### config.mk
export PLATFORM = sky130hd
export DESIGN_NAME = qic_streamer_top
export DESIGN_NICKNAME = d
export VERILOG_FILES = /design/src/qic_pkg.sv /design/src/qic_bit_front.sv /design/src/qic_block_framer.sv /design/src/qic_block_tally.sv /design/src/qic_streamer_top.sv
export SDC_FILE = /design/constraint.sdc
export NUM_CORES = 1
export LEC_CHECK = 0
export BUFFER_PORTS_ARGS = -buffer_cell sky130_fd_sc_hd__buf_2
export CELL_PAD_IN_SITES_DETAIL_PLACEMENT = 1
export CELL_PAD_IN_SITES_GLOBAL_PLACEMENT = 1
export CORE_MARGIN = 4
export CORE_UTILIZATION = 45
export DETAILED_ROUTE_END_ITERATION = 10
export PLACE_DENSITY = 0.81
export SLEW_MARGIN = 20
export SYNTH_ARGS = -nofsm -noshare
export SYNTH_HDL_FRONTEND = slang
export SYNTH_HIERARCHICAL = 1
export SYNTH_SLANG_ARGS = --single-unit
export TNS_END_PERCENT = 5
### constraint.sdc
create_clock -name clk -period 3.15 [get_ports clk]
set_clock_uncertainty 0.2 [all_clocks]
set_input_delay 0.1575 -clock clk [delete_from_list [all_inputs] [get_ports clk]]
set_output_delay 0.1575 -clock clk [all_outputs]
set_load 0.02 [all_outputs]
### src/qic_pkg.sv
/* QIC-117 block format constants and shared widths
   Segment handling assumes BLOCKS_PER_SEG fits blk_idx_t */

`default_nettype none

package qic_pkg;

    // ==============================
    // Widths
    // ==============================
    typedef logic [7:0]  byte_t;       // One tape byte
    typedef logic [8:0]  byte_pos_t;   // Data byte position 0..511
    typedef logic [4:0]  blk_idx_t;    // Block within segment
    typedef logic [15:0] count_t;      // Status counters
    typedef logic [23:0] ecc_t;        // Three ECC bytes, byte 0 low
    typedef logic [15:0] mfm_window_t; // Pattern window

    // ==============================
    // Block format
    // ==============================
    localparam int PREAMBLE_MIN   = 6;   // Counted preamble bytes needed
    localparam int DATA_BYTES     = 512; // Payload per block
    localparam int ECC_BYTES      = 3;   // Trailing ECC
    localparam int BLOCKS_PER_SEG = 32;  // 16 KB segment

    // Sync mark, missing clock form of 0xA1
    localparam mfm_window_t SYNC_WORD = 16'h4489;
    localparam byte_t SYNC_BYTE = 8'hA1;     // Second half of the mark

    // Alternating run, either phase
    localparam mfm_window_t PREAMBLE_WORD     = 16'hAAAA;
    localparam mfm_window_t PREAMBLE_WORD_INV = 16'h5555;

    // ==============================
    // Header byte codes
    // ==============================
    localparam byte_t HDR_DATA      = 8'h00; // Normal data
    localparam byte_t HDR_EOD       = 8'h0F; // End of recorded data
    localparam byte_t HDR_FILE_MARK = 8'h1F; // File separator
    localparam byte_t HDR_BAD       = 8'hFF; // Mapped-out block

endpackage

`default_nettype wire

### src/qic_bit_front.sv
/* One bit per rising edge of mfm_clock, which must stay high for at least 1 clk
   Hit flags describe the window including the current bit, valid with bit_stb only */

`timescale 1ns/1ns
`default_nettype none

module qic_bit_front (
    input  wire  clk,
    input  wire  reset_n,
    input  wire  enable,        // Streamer enable
    input  wire  streaming,     // Tape moving
    input  wire  mfm_data,      // Recovered bit
    input  wire  mfm_clock,     // Bit strobe, level
    output logic bit_stb,       // New bit, 1 clk
    output logic bit_val,
    output logic preamble_hit,
    output logic sync_hit,
    output logic halt           // Path inactive
);
    import qic_pkg::*;

    logic        mfm_clock_q;  // Previous strobe sample
    mfm_window_t window;
    mfm_window_t window_next;  // Window with the current bit shifted in

    // ==============================
    // Strobe edge and gating
    // ==============================
    assign halt    = !enable || !streaming;
    assign bit_stb = mfm_clock && !mfm_clock_q && !halt;
    assign bit_val = mfm_data;

    always_ff @(posedge clk or negedge reset_n) begin
        if (!reset_n) begin
            mfm_clock_q <= 1'b0;
        end else begin
            mfm_clock_q <= mfm_clock;
        end
    end

    // ==============================
    // Pattern window
    // ==============================
    assign window_next = {window[14:0], mfm_data};

    // Either preamble phase is accepted
    assign preamble_hit = bit_stb && ((window_next == PREAMBLE_WORD) ||
                                      (window_next == PREAMBLE_WORD_INV));
    assign sync_hit     = bit_stb && (window_next == SYNC_WORD);

    always_ff @(posedge clk or negedge reset_n) begin
        if (!reset_n) begin
            window <= '0;
        end else if (halt) begin
            window <= '0;                  // Stale bits never match later
        end else if (bit_stb) begin
            window <= window_next;
        end
    end

endmodule

`default_nettype wire

### src/qic_block_framer.sv
/* Bits are ignored while dpll_locked is low; lock loss inside a block aborts it
   Outputs follow the last bit of a byte by 1 clk; type flags hold until the gap */

`timescale 1ns/1ns
`default_nettype none

module qic_block_framer (
    input  wire                clk,
    input  wire                reset_n,
    input  wire                halt,            // Path inactive, back to hunt
    input  wire                bit_stb,
    input  wire                bit_val,
    input  wire                preamble_hit,
    input  wire                sync_hit,
    input  wire                dpll_locked,
    output logic               block_sync,      // Sync mark accepted
    output logic               block_start,     // Header byte done
    output logic               block_complete,  // Last ECC byte done
    output logic               frame_error,
    output logic               preamble_error,
    output logic               sync_lost,
    output qic_pkg::byte_t     data_byte,
    output logic               data_valid,
    output logic               data_is_header,
    output logic               data_is_ecc,
    output qic_pkg::byte_pos_t byte_in_block,
    output qic_pkg::byte_t     block_header,
    output qic_pkg::ecc_t      ecc_bytes,
    output logic               ecc_valid,
    output logic               is_data_block,
    output logic               is_file_mark,
    output logic               is_eod_mark,
    output logic               is_bad_block
);
    import qic_pkg::*;

    typedef enum logic [2:0] {
        ST_HUNT, ST_PREAMBLE, ST_SYNC_CHECK, ST_HEADER, ST_DATA, ST_ECC, ST_GAP
    } state_t;

    state_t    state;
    logic [2:0] bit_cnt;     // Bit within byte
    logic [3:0] pre_cnt;     // Counted preamble bytes, saturating
    byte_pos_t byte_cnt;     // Data byte, then ECC byte index
    logic [6:0] byte_shift;  // Earlier bits of the byte
    byte_t     byte_next;
    logic      accept;       // Bit taken this cycle
    logic      byte_end;
    logic      in_block;

    assign accept      = bit_stb && dpll_locked && !halt;
    assign byte_end    = (bit_cnt == 3'd7);
    assign byte_next   = {byte_shift, bit_val};
    assign in_block    = (state == ST_HEADER) || (state == ST_DATA) || (state == ST_ECC);
    assign frame_error = preamble_error || sync_lost;

    // ==============================
    // Block state machine
    // ==============================
    always_ff @(posedge clk or negedge reset_n) begin
        if (!reset_n) begin
            state          <= ST_HUNT;
            bit_cnt        <= '0;
            pre_cnt        <= '0;
            byte_cnt       <= '0;
            block_sync     <= 1'b0;
            block_start    <= 1'b0;
            block_complete <= 1'b0;
            preamble_error <= 1'b0;
            sync_lost      <= 1'b0;
            data_valid     <= 1'b0;
            data_is_header <= 1'b0;
            data_is_ecc    <= 1'b0;
            ecc_valid      <= 1'b0;
            is_data_block  <= 1'b0;
            is_file_mark   <= 1'b0;
            is_eod_mark    <= 1'b0;
            is_bad_block   <= 1'b0;
        end else begin
            // Strobes default low
            block_sync     <= 1'b0;
            block_start    <= 1'b0;
            block_complete <= 1'b0;
            preamble_error <= 1'b0;
            sync_lost      <= 1'b0;
            data_valid     <= 1'b0;
            data_is_header <= 1'b0;
            data_is_ecc    <= 1'b0;
            ecc_valid      <= 1'b0;
            if (halt) begin
                state   <= ST_HUNT;               // Stream drop, no error
                bit_cnt <= '0;
            end else if (in_block && !dpll_locked) begin
                sync_lost <= 1'b1;
                state     <= ST_HUNT;
            end else if (accept) begin
                bit_cnt <= bit_cnt + 3'd1;        // Wraps every byte
                case (state)
                    ST_HUNT: begin
                        if (preamble_hit) begin
                            pre_cnt <= 4'd1;
                            bit_cnt <= '0;
                            state   <= ST_PREAMBLE;
                        end
                    end
                    ST_PREAMBLE: begin
                        if (byte_end && preamble_hit && (pre_cnt != '1)) begin
                            pre_cnt <= pre_cnt + 4'd1;
                        end
                        if (sync_hit) begin
                            bit_cnt <= '0;        // Next bit opens the 0xA1 byte
                            if (pre_cnt >= PREAMBLE_MIN) begin
                                block_sync <= 1'b1;
                                state      <= ST_SYNC_CHECK;
                            end else begin
                                preamble_error <= 1'b1;
                                state          <= ST_HUNT;
                            end
                        end
                    end
                    ST_SYNC_CHECK: begin
                        if (byte_end) begin
                            state <= (byte_next == SYNC_BYTE) ? ST_HEADER : ST_HUNT;
                        end
                    end
                    ST_HEADER: begin
                        if (byte_end) begin
                            data_valid     <= 1'b1;
                            data_is_header <= 1'b1;
                            block_start    <= 1'b1;
                            is_data_block  <= (byte_next == HDR_DATA);
                            is_file_mark   <= (byte_next == HDR_FILE_MARK);
                            is_eod_mark    <= (byte_next == HDR_EOD);
                            is_bad_block   <= (byte_next == HDR_BAD);
                            byte_cnt       <= '0;
                            state          <= ST_DATA;
                        end
                    end
                    ST_DATA: begin
                        if (byte_end) begin
                            data_valid <= 1'b1;
                            byte_cnt   <= byte_cnt + 9'd1;    // Wraps to 0 for ECC
                            if (byte_cnt == byte_pos_t'(DATA_BYTES - 1)) begin
                                state <= ST_ECC;
                            end
                        end
                    end
                    ST_ECC: begin
                        if (byte_end) begin
                            data_valid  <= 1'b1;
                            data_is_ecc <= 1'b1;
                            byte_cnt    <= byte_cnt + 9'd1;
                            if (byte_cnt == byte_pos_t'(ECC_BYTES - 1)) begin
                                ecc_valid      <= 1'b1;
                                block_complete <= 1'b1;
                                state          <= ST_GAP;
                            end
                        end
                    end
                    default: begin                // Inter-block gap
                        is_data_block <= 1'b0;
                        is_file_mark  <= 1'b0;
                        is_eod_mark   <= 1'b0;
                        is_bad_block  <= 1'b0;
                        state         <= ST_HUNT;
                    end
                endcase
            end
        end
    end

    // ==============================
    // Byte payload
    // ==============================
    always_ff @(posedge clk) begin
        if (accept) begin
            byte_shift <= byte_next[6:0];
            if (byte_end && in_block) begin
                data_byte <= byte_next;
                case (state)
                    ST_HEADER: begin
                        block_header  <= byte_next;
                        byte_in_block <= '0;
                    end
                    ST_DATA: byte_in_block <= byte_cnt;
                    default: ecc_bytes[8*byte_cnt[1:0] +: 8] <= byte_next;  // Byte 0 low
                endcase
            end
        end
    end

    // Tags only ever mark a valid byte, never both at once
    a_tags_exclusive: assert property (@(posedge clk) disable iff (!reset_n)
        !(data_is_header && data_is_ecc));
    a_tag_has_valid: assert property (@(posedge clk) disable iff (!reset_n)
        (data_is_header || data_is_ecc) |-> data_valid);

endmodule

`default_nettype wire

### src/qic_block_tally.sv
/* Counters wrap at 16 bits; clear_counters wins over a same-cycle increment
   Segment position survives a clear and moves only on completed blocks */

`timescale 1ns/1ns
`default_nettype none

module qic_block_tally (
    input  wire               clk,
    input  wire               reset_n,
    input  wire               clear_counters,
    input  wire               block_start,
    input  wire               block_complete,
    input  wire               frame_error,
    output qic_pkg::blk_idx_t block_in_segment,
    output logic              segment_start,
    output logic              segment_complete,
    output qic_pkg::count_t   segment_count,
    output qic_pkg::count_t   good_block_count,
    output qic_pkg::count_t   error_count
);
    import qic_pkg::*;

    logic last_block;   // Index at segment end

    // ==============================
    // Segment position
    // ==============================
    assign last_block       = (block_in_segment == blk_idx_t'(BLOCKS_PER_SEG - 1));
    assign segment_start    = block_start && (block_in_segment == '0);
    assign segment_complete = block_complete && last_block;

    always_ff @(posedge clk or negedge reset_n) begin
        if (!reset_n) begin
            block_in_segment <= '0;
        end else if (block_complete) begin
            block_in_segment <= last_block ? '0 : block_in_segment + 5'd1;
        end
    end

    // ==============================
    // Status counters
    // ==============================
    always_ff @(posedge clk or negedge reset_n) begin
        if (!reset_n) begin
            segment_count    <= '0;
            good_block_count <= '0;
            error_count      <= '0;
        end else if (clear_counters) begin
            segment_count    <= '0;
            good_block_count <= '0;
            error_count      <= '0;
        end else begin
            if (block_complete) good_block_count <= good_block_count + 16'd1; // Any type
            if (segment_complete) segment_count <= segment_count + 16'd1;
            if (frame_error) error_count <= error_count + 16'd1;
        end
    end

    // Segment end is a block end and restarts the position
    a_seg_wrap: assert property (@(posedge clk) disable iff (!reset_n)
        segment_complete |-> block_complete ##1 (block_in_segment == '0));

endmodule

`default_nettype wire

### src/qic_streamer_top.sv
/* QIC-117 block streamer, serial bit stream in, tagged byte stream out
   Byte output lags its last bit by 1 clk; the tape cannot be stalled */

`timescale 1ns/1ns
`default_nettype none

module qic_streamer_top (
    input  wire                clk,
    input  wire                reset_n,
    input  wire                enable,
    input  wire                streaming,
    input  wire                clear_counters,
    input  wire                mfm_data,
    input  wire                mfm_clock,
    input  wire                dpll_locked,
    output logic               block_sync,
    output logic               block_start,
    output logic               block_complete,
    output logic               preamble_error,
    output logic               sync_lost,
    output qic_pkg::byte_t     data_byte,
    output logic               data_valid,
    output logic               data_is_header,
    output logic               data_is_ecc,
    output qic_pkg::byte_pos_t byte_in_block,
    output qic_pkg::byte_t     block_header,
    output qic_pkg::ecc_t      ecc_bytes,
    output logic               ecc_valid,
    output logic               is_data_block,
    output logic               is_file_mark,
    output logic               is_eod_mark,
    output logic               is_bad_block,
    output qic_pkg::blk_idx_t  block_in_segment,
    output logic               segment_start,
    output logic               segment_complete,
    output qic_pkg::count_t    segment_count,
    output qic_pkg::count_t    good_block_count,
    output qic_pkg::count_t    error_count
);
    // Front end to framer
    logic bit_stb;
    logic bit_val;
    logic preamble_hit;
    logic sync_hit;
    logic halt;
    logic frame_error;   // Framer to tally

    qic_bit_front u_front (
        .clk, .reset_n, .enable, .streaming, .mfm_data, .mfm_clock,
        .bit_stb, .bit_val, .preamble_hit, .sync_hit, .halt
    );

    qic_block_framer u_framer (
        .clk, .reset_n, .halt, .bit_stb, .bit_val, .preamble_hit, .sync_hit, .dpll_locked,
        .block_sync, .block_start, .block_complete, .frame_error, .preamble_error,
        .sync_lost, .data_byte, .data_valid, .data_is_header, .data_is_ecc,
        .byte_in_block, .block_header, .ecc_bytes, .ecc_valid,
        .is_data_block, .is_file_mark, .is_eod_mark, .is_bad_block
    );

    qic_block_tally u_tally (
        .clk, .reset_n, .clear_counters, .block_start, .block_complete, .frame_error,
        .block_in_segment, .segment_start, .segment_complete,
        .segment_count, .good_block_count, .error_count
    );

endmodule

`default_nettype wire

# After elaboration in Yosys (flattened, before gate mapping)
# Cells that the tools add are included.
# W data, S select, Z words.
[totals]
latchBits = 0
elab_cells = 196
output_inout_bits = 117
rom_bits = 0
in_bits = 8
register_bits = 155
mem_count = 0
ram_bits = 0
[op_classes]
muxes = 78
n_shift = 2
n_eq_ne = 30
add_sub_neg = 8
div_mod_pow = 0
magnitude_cmp = 1
n_reduce_logical = 47
multipliers = 0
bitwise_logic = 4
[op_table]
columns = ["operator", "n"]
rows = [
  ["$mux W16", 6],
  ["$add A16 B1 Y16 const B", 3],
  ["$mux W3", 16],
  ["$mux W1", 37],
  ["$pmux W9 S2", 2],
  ["$neg A5 Y34", 1],
  ["$shift A8 B34 Y24 const A", 1],
  ["$shiftx A8 B34 Y24", 1],
  ["$eq A16 B15 Y1 const B", 2],
  ["$mux W15", 2],
  ["$bwmux W24", 1],
  ["$mux W9", 2],
  ["$pmux W3 S6", 1],
  ["$eq A16 B16 Y1 const B", 1],
  ["$eq A8 B8 Y1 const B", 2],
  ["$ne A4 B2 Y1 const B", 4],
  ["$reduce_bool A2 Y1", 8],
  ["$logic_and A1 B1 Y1", 12],
  ["$reduce_and A6 Y1", 2],
  ["$ne A2 B1 Y1 const B", 5],
  ["$add A9 B1 Y9 const B", 1],
  ["$eq A3 B3 Y1 const B", 3],
  ["$eq A9 B2 Y1 const B", 1],
  ["$eq A9 B9 Y1 const B", 1],
  ["32 further kinds", 55],
]

# Depth between registers and ports, before layout
# Gate-level depths: netlist of the first run.
[depth]
word_depth = 10
mapped_depth = 10
ltp_nobuf = 8

# Cells and area by module
# Netlist of the first run, hierarchy kept.
[modules_own_cells]
columns = ["mod", "cells_per_inst", "area_per_inst_um2", "n_inst", "seq_area_each_um2"]
rows = [
  ["qic_block_framer", 268, 3702.3, 1, 2432.3],
  ["qic_block_tally", 271, 2700.1, 1, 1326.3],
  ["qic_bit_front", 53, 716.9, 1, 400.4],
]

# Least setup slack after synthesis of the first run
# OpenSTA, ideal clock, no wires.
[synth_timing]
path_type = "register to register"
startpoint = "reg u_tally.block_in_segment[0]"
endpoint = "reg u_tally.segment_count[15]"
n_path_buf = 1
required_ns = 2.825
arrival_ns = 1.955
setup_ns = 0.125
path_stages_with_launch = 9
synth_period_minus_slack_ns = 2.280
path_slack_ns = 0.870
path_cell_list = "dfrtp_1 -> ha_1 -> and3_1 -> ha_1 -> and4_1 -> buf_2 -> nand2_1 -> nor4_2 -> mux2_2"
[synth_between]
elab_chain_cells = 3
[synth_rtl]
columns = ["element", "line", "text"]
rows = [
  ["start: declaration", "qic_block_tally.sv:14", "output qic_pkg::blk_idx_t block_in_segment,"],
  ["start signal: assignment", "qic_block_tally.sv:36", "block_in_segment <= last_block ? '0 : block_in_segment + 5'd1;"],
  ["$eq A5 B5 Y1", "qic_block_tally.sv:28", "assign last_block = (block_in_segment == blk_idx_t'(BLOCKS_PER_SEG - 1));"],
  ["$logic_and A1 B1 Y1", "qic_block_tally.sv:30", "assign segment_complete = block_complete && last_block;"],
  ["$reduce_bool A2 Y1 (no line)", "--", ""],
  ["end signal: assignment", "qic_block_tally.sv:54", "if (segment_complete) segment_count <= segment_count + 16'd1;"],
  ["end: declaration", "qic_block_tally.sv:17", "output qic_pkg::count_t segment_count,"],
]
# No other way between the ends.
# A chain may end at the register's enable or synchronous reset.

# Worst setup path in the final report of the first run
[layout_timing]
startpoint = "reg u_front.mfm_clock_q"
endpoint = "reg u_framer.state[1]"
[layout_between]
elab_cells_between_ends = 11
cone_classes = "eq/ne (2); reduce/logical (9)"
[layout_lines]
columns = ["element", "line", "text"]
rows = [
  ["start: declaration", "qic_bit_front.sv:22", "logic mfm_clock_q;"],
  ["start signal: assignment", "qic_bit_front.sv:37", "mfm_clock_q <= mfm_clock;"],
  ["$logic_not A1 Y1", "qic_bit_front.sv:30", "assign bit_stb = mfm_clock && !mfm_clock_q && !halt;"],
  ["$logic_and A1 B1 Y1 (2 in a row)", "qic_bit_front.sv:30", ""],
  ["via bit_stb", "qic_streamer_top.sv:41", "logic bit_stb;"],
  ["$logic_and A1 B1 Y1", "qic_bit_front.sv:47", "assign preamble_hit = bit_stb && ((window_next == PREAMBLE_WORD) ||"],
  ["via preamble_hit", "qic_streamer_top.sv:43", "logic preamble_hit;"],
  ["$ne A4 B1 Y1 (no line)", "--", ""],
  ["$reduce_and A9 Y1 (no line)", "--", ""],
  ["end signal: assignment", "qic_block_framer.sv:123", "state <= (byte_next == SYNC_BYTE) ? ST_HEADER : ST_HUNT;"],
  ["end: declaration", "qic_block_framer.sv:41", "state_t state;"],
]
# The timed path passes the listed nets, and every way through them passes these cells.

==> metrics, run 1 <==
sequential fraction of the synthesis area 58.42%; GR peak layer met2; Clk pwr share 49.2%; Worst setup startpoint u_front/mfm_clock_q; clock-pin slew on the worst setup and hold paths 70 ps; Vias/cell 5.485; largest net degree at the start of global routing 61; worst skew pair latency 430 ps; min Tclk post-route 2546 ps; Synth Area in Adders 2.812%; Seq cells post-synth 155; # setup viols final 0; Yosys top cell by area dfrtp_1; largest family of logic cells by synthesized area simple AND/OR/NAND/NOR gates; P_leak 3.985 nW; GRT overflow 0; Reg area 0.004159 mm^2; Tot Pwr 4.242 mW; DRT Wirelength 18220 um; Synthesized Nets 616; Synth cell types 73; vias in the first global route 5447; Avg Inst Size Synth 12.03 um^2; final setup margin 604.0 ps; Area contributors post-synth dfrtp_1 35%, edfxtp_1 24%, nor2_1 3.6%; chip width 133.8 um; initial antenna violation count 0; pre-CTS setup slack 633.3 ps; fmax 392.8 MHz; Top FF cell, synth dfrtp_1; Tot GR Track Use 20.77%; Routed WL per cell 19.18 um; CTS max path bufs 2; Hold Vio Cnt, Final 0; area post-placement 0.007919 mm^2; max-cap viol count 0; CTS Buf Count 17; peak supply drop 0.3623 mV; number of fill cells 1647; dpl cells 913; NetSw 0.9481 mW; DP HPWL 12620 um; Ant. Diodes 0; drt pass-1 iters 4; GR Util met1 26.25%; Final Max Tran Viols 0; Area Growth Syn to Fin 20.39%; Worst Reg2Reg Path Length in Cells 8; FP Rows 45; Die Ht 133.8 um; Final Cycle Share 80.82%; PD cells 495.0 mW/mm^2; Root Buffer clkbuf_16; DRC 0; yosys synthesis warning count 6; Worst Max-Slew Pin Slew 967.7 ps; crit path kind reg -> reg; Slew headroom 35.35%; cell-internal power 3.294 mW; Initial Util 46.32%; CTS tree yes; gpl congestion 0.8322; RSZ-0062 raised after global routing no; final cell area excluding filler cells 0.008571 mm^2; layout cells sized above 1 27.74%; EDFF count, synth 56; CTS Sinks 155; status finished clean; crit path to u_framer/state[1]; share of the synthesized area in the top cell type 34.80%; Flop pwr share 49.1%; CP arrival 2660 ps; grt met3 use 5.251%; Port Buffers 124; global-route wire length before repair 29500 um; Worst R2R End u_framer/state[1]; final std cells w/o fill 950; initial DRC count 342; Setup crit start kind flip-flop; Antenna Nets Post-Route 0; Via Count 5211; WP data required 3260 ps; Syn Std Cell Area 0.007119 mm^2; Simple-Gate Fraction of Synth Area 22.16%; met2 GRT Util 35.77%; Synth async-reset ratio 63.87%; Setup Buffers After CTS 0; full die area 0.01790 mm^2; most common cell after layout, fill and taps aside buf_2; path type of the worst min-delay path in -> async; IO Count 125; compound-cell area share of the yosys netlist 7.381%; Synth Area in XOR/XNOR 4.675%; Core ar. 0.01537 mm^2; htree depth 4; synthesized instance count 592; multi-input combinational cell area 0.002755 mm^2; Reg2Reg Setup Slack 600 ps; mux cell area share after synthesis 1.670%; r2r startpoint u_front/mfm_clock_q; most frequent cells in the layout 123 x buf_2, 99 x dfrtp_1, 68 x nor2_1; CP endpoint kind flip-flop; combinational power share 1.8%; Net Sw Frac 22.35%; CP max FO 7; nets@finish 750; sum of negative setup slack 0 ps
-- critical path: stages (launching register included) --
cell	delay [ps]
dfrtp_1	380
and4b_1	450
nand4_1	220
o22ai_2	240
mux2i_1	130
a22oi_1	210
a2bb2oi_1	300
nand3_1	150
o211a_1	160
-- final cells by class --
type / instances / area share, %
sequential: 155 / 48.53
multi-input combinational: 401 / 32.15
timing repair buffer: 135 / 8.526
clock buffer: 17 / 4.964
tap: 211 / 3.080
clock inverter: 15 / 2.058
inverter: 16 / 0.7007
-- cell usage after synthesis (3+ instances only) --
| cell type | count |
|---|---|
| a21oi_1 | 17 |
| a22o_1 | 13 |
| a22o_2 | 4 |
| a31o_2 | 3 |
| and2_1 | 36 |
| and3_1 | 8 |
| and4_1 | 7 |
| buf_4 | 7 |
| clkbuf_1 | 6 |
| dfrtp_1 | 99 |
| edfxtp_1 | 56 |
| ha_1 | 16 |
| inv_1 | 15 |
| mux2_2 | 7 |
| mux2i_1 | 4 |
| nand2_1 | 37 |
| nand2b_1 | 3 |
| nand3_1 | 15 |
| nand4_1 | 24 |
| nor2_1 | 68 |
| nor2b_1 | 6 |
| nor3_1 | 9 |
| nor3b_1 | 6 |
| nor4_1 | 3 |
| nor4_4 | 3 |
| o21ai_0 | 13 |
| o31ai_1 | 4 |
| or3_1 | 5 |
| or4_1 | 4 |
| xnor2_1 | 16 |
| xor2_1 | 22 |
-- metal layers --
metal | part of all wire [%] | routed length (um) | vias to the layer above
met5 | 0 | 0 | -
met4 | 1.2 | 213 | 0
met3 | 4.6 | 839 | 25
met2 | 52 | 9445 | 125
met1 | 42 | 7720 | 2655
li1 | - | - | 2406
-- power groups by stage --
stage	registers, mW	clock network (mW)	logic [mW]
2_1_floorplan	2.12	0	0.0304
3_3_place_gp	2.12	0	0.0689
3_5_place_dp	2.12	0	0.0719
4_1_cts	2.08	2.13	0.0770
5_1_grt	2.08	2.24	0.0851
6_report	2.08	2.09	0.0746
-- stage by stage --
stage / utilization (%) / hold slack [ps]
after floorplan: - / -338.1
after global placement: 51.52 / -19.56
after detailed placement: 51.52 / -13.77
after CTS: 55.76 / 73.48
after global routing: 55.76 / 94.40
final: 55.76 / 60.16
-- flip-flops by register name (all words and copies together) (netlist names), 3 cells and up --
register                  count
u_framer/data_byte            8
u_framer/ecc_bytes           24
u_framer/bit_cnt              3
u_tally/good_block_count     16
u_tally/error_count          16
u_framer/state                3
u_tally/segment_count        16
u_framer/byte_in_block        9
u_framer/pre_cnt              4
u_tally/block_in_segment      5
u_framer/block_header         8
u_front/window               15
u_framer/byte_cnt             9
u_framer/byte_shift           7
-- kinds of logic (layout without fill, tap and decap cells) --
family,Yosys count,in the layout
AO/OA/AOI/OAI,72,72
adder cells (fa/ha/maj),16,16
multiplexers,11,11
flip-flops,155,155
buffers and inverters,36,183
XOR/XNOR,38,38
AND/OR/NAND/NOR,264,264
-- how the worst min path moves through the flow --
stage / startpoint / end / depth (start not counted)
finish: reset_n / u_tally/good_block_count[15] / 2
global route: reset_n / u_tally/good_block_count[15] / 2
CTS: reset_n / u_tally/good_block_count[15] / 2
detailed placement: reset_n / u_tally/good_block_count[15] / 1
global placement: reset_n / u_tally/good_block_count[15] / 1
floorplan: reset_n / u_framer/bit_cnt[0] / 0
-- repair_timing --
action                                 4_1_cts  5_1_grt
hold buffers                                 5        0
resized for setup                            0        0
endpoints found under the hold margin       49        0
Note: power is estimated with default switching activity, not from simulation.
==> inputs of run 2 (changes only) <==
clock period = 2.56 ns   (was 3.15 ns; I/O delays follow)
==> run 2 against run 1 <==
Effect of this change: register-to-register slack worse by 460 ps; routed wire length up 0.76%; non-clock buffer count up 10; sequential share of layout area down 0.55 points; largest cell class unchanged; largest power group is now sequential cells.
==> metrics, run 2 (same netlist as run 1, synthesis figures left out) <==
P_leak 4.034 nW (was 3.985 nW); gpl congestion 0.8047 (was 0.8322); r2r startpoint u_tally/block_in_segment[0] (was u_front/mfm_clock_q); nets@finish 760 (was 750); largest net degree at the start of global routing 54 (was 61); dpl cells 921 (was 913); peak supply drop 0.4615 mV (was 0.3623 mV); Hold Vio Cnt, Final 0 (unchanged); Worst R2R End u_tally/segment_count[15] (was u_framer/state[1]); CP arrival 2530 ps (was 2660 ps); htree depth 4 (unchanged); CP endpoint kind flip-flop (unchanged); status finished clean (unchanged); Ant. Diodes 0 (unchanged); Final Max Tran Viols 0 (unchanged); DRC 0 (unchanged); Via Count 5260 (was 5211); Worst Max-Slew Pin Slew 801.0 ps (was 967.7 ps); vias in the first global route 5605 (was 5447); initial antenna violation count 0 (unchanged); min Tclk post-route 2420 ps (was 2546 ps); Routed WL per cell 19.12 um (was 19.18 um); GRT overflow 0 (unchanged); CTS tree yes (unchanged); Port Buffers 124 (unchanged); sum of negative setup slack 0 ps (unchanged); full die area 0.01790 mm^2 (unchanged); hold path cells 4; DP HPWL 12760 um (was 12620 um); Antenna Nets Post-Route 0 (unchanged); layout cells sized above 1 29.11% (was 27.74%); CTS Buf Count 17 (unchanged); Vias/cell 5.479 (was 5.485); path type of the worst min-delay path in -> reg (was in -> async); DRT Wirelength 18360 um (was 18220 um); RSZ-0062 raised after global routing yes (was no); CTS max path bufs 2 (unchanged); fmax 413.3 MHz (was 392.8 MHz); Worst setup startpoint u_tally/block_in_segment[0] (was u_front/mfm_clock_q); chip width 133.8 um (unchanged); Core ar. 0.01537 mm^2 (unchanged); WP data required 2670 ps (was 3260 ps); Reg2Reg Setup Slack 140 ps (was 600 ps); most common cell after layout, fill and taps aside buf_2 (unchanged); Setup crit start kind flip-flop (unchanged); FP Rows 45 (unchanged); IO Count 125 (unchanged); Die Ht 133.8 um (unchanged); Root Buffer clkbuf_16 (unchanged); drt pass-1 iters 5 (was 4); Largest register FFs 24 (unchanged); global-route wire length before repair 30040 um (was 29500 um); Area Growth Syn to Fin 21.77% (was 20.39%); CP max FO 6 (was 7); clock-pin slew on the worst setup and hold paths 70 ps (about the same); Initial Util 46.32% (unchanged); max-cap viol count 0 (unchanged); PD cells 596.5 mW/mm^2 (was 495.0 mW/mm^2); # setup viols final 0 (unchanged); Tot GR Track Use 21.02% (was 20.77%); Final Cycle Share 94.51% (was 80.82%); Setup Buffers After CTS 0 (unchanged); final std cells w/o fill 960 (was 950); crit path kind reg -> reg (unchanged); most frequent cells in the layout 123 x buf_2, 99 x dfrtp_1, 68 x nor2_1 (unchanged); worst skew pair latency 430 ps (about the same); CTS Sinks 155 (unchanged); Worst Reg2Reg Path Length in Cells 7 (was 8); crit path to u_tally/segment_count[15] (was u_framer/state[1]); initial DRC count 312 (was 342); Slew headroom 46.48% (was 35.35%)
==> run 2: cell types whose count changed in the layout (fill, tap and decap cells not counted), moves of 2 or more <==
cell	before	now
inv_8	2	4
clkinv_4	3	1
dlygate4sd3_1	5	7
buf_4	6	14
clkinv_8	0	2
inv_6	6	4
==> run 2: metal layers <==
metal | GRT usage, % | vias up | share of wire [%]
li1 | - | 2427 | -
met1 | 26.30 | 2679 | 42
met2 | 35.99 | 127 | 51
met3 | 5.739 | 27 | 5.1
met4 | 5.943 | 0 | 1.7
met5 | 0 | - | 0
==> run 2: worst min-delay path by stage <==
| stage | endpoint | slack (ps) | start |
|---|---|---|---|
| 6_report | u_framer/data_is_ecc | 30 | streaming |
| 5_1_grt | u_framer/data_is_ecc | 50 | streaming |
| 4_1_cts | u_framer/data_is_ecc | 4 | streaming |
| 3_5_place_dp | u_tally/good_block_count[15] | -10 | reset_n |
| 3_3_place_gp | u_tally/good_block_count[15] | -20 | reset_n |
| 2_1_floorplan | u_framer/bit_cnt[0] | -370 | reset_n |
==> run 2: layout make-up <==
cell class              count  area [um^2]
well taps                 211        264.0
clock inverters            15        173.9
flip-flops and latches    155         4159
inverters                  16        60.06
multi-input cells         401         2776
repair buffers            145        810.8
fillers                  1640         6701
clock buffers              17        425.4
==> run 2: where the power goes <==
group          leakage [nW]  switching (mW)  internal (mW)
Clock                 0.284            1.12           1.39
Combinational          1.82          0.0692         0.0259
Sequential             1.93         0.00262           2.56
==> run 2: metrics by stage <==
| step | hold slack, ps | utilization (%) | worst slack [ps] | instance area, um^2 | total power, mW |
|---|---|---|---|---|---|
| 2_1_floorplan | -367.6 | - | 280.3 | 7119 | 2.648 |
| 3_3_place_gp | -16.88 | 51.91 | 278.9 | 7979 | 2.697 |
| 3_5_place_dp | -12.94 | 51.91 | 131.8 | 7979 | 2.702 |
| 4_1_cts | 4.193 | 56.26 | 96.07 | 8648 | 5.232 |
| 5_1_grt | 46.55 | 56.40 | -23.35 | 8670 | 5.378 |
| 6_report | 30.84 | 56.40 | 140.5 | 8670 | 5.171 |
==> run 2: critical path, cell delays in order, from the launching register on <==
cell and delay [ps]:
dfrtp_1 420, ha_1 220, and3_1 170, ha_1 280
and4_2 350, nand2_1 120, nor4_2 170, mux2_2 380
==> run 2: repair_timing <==
action / in CTS / in global routing
endpoints found under the setup margin: 0 / 12
hold endpoints to repair: 58 / 0
hold buffers: 7 / 0
gates resized for setup: 0 / 5
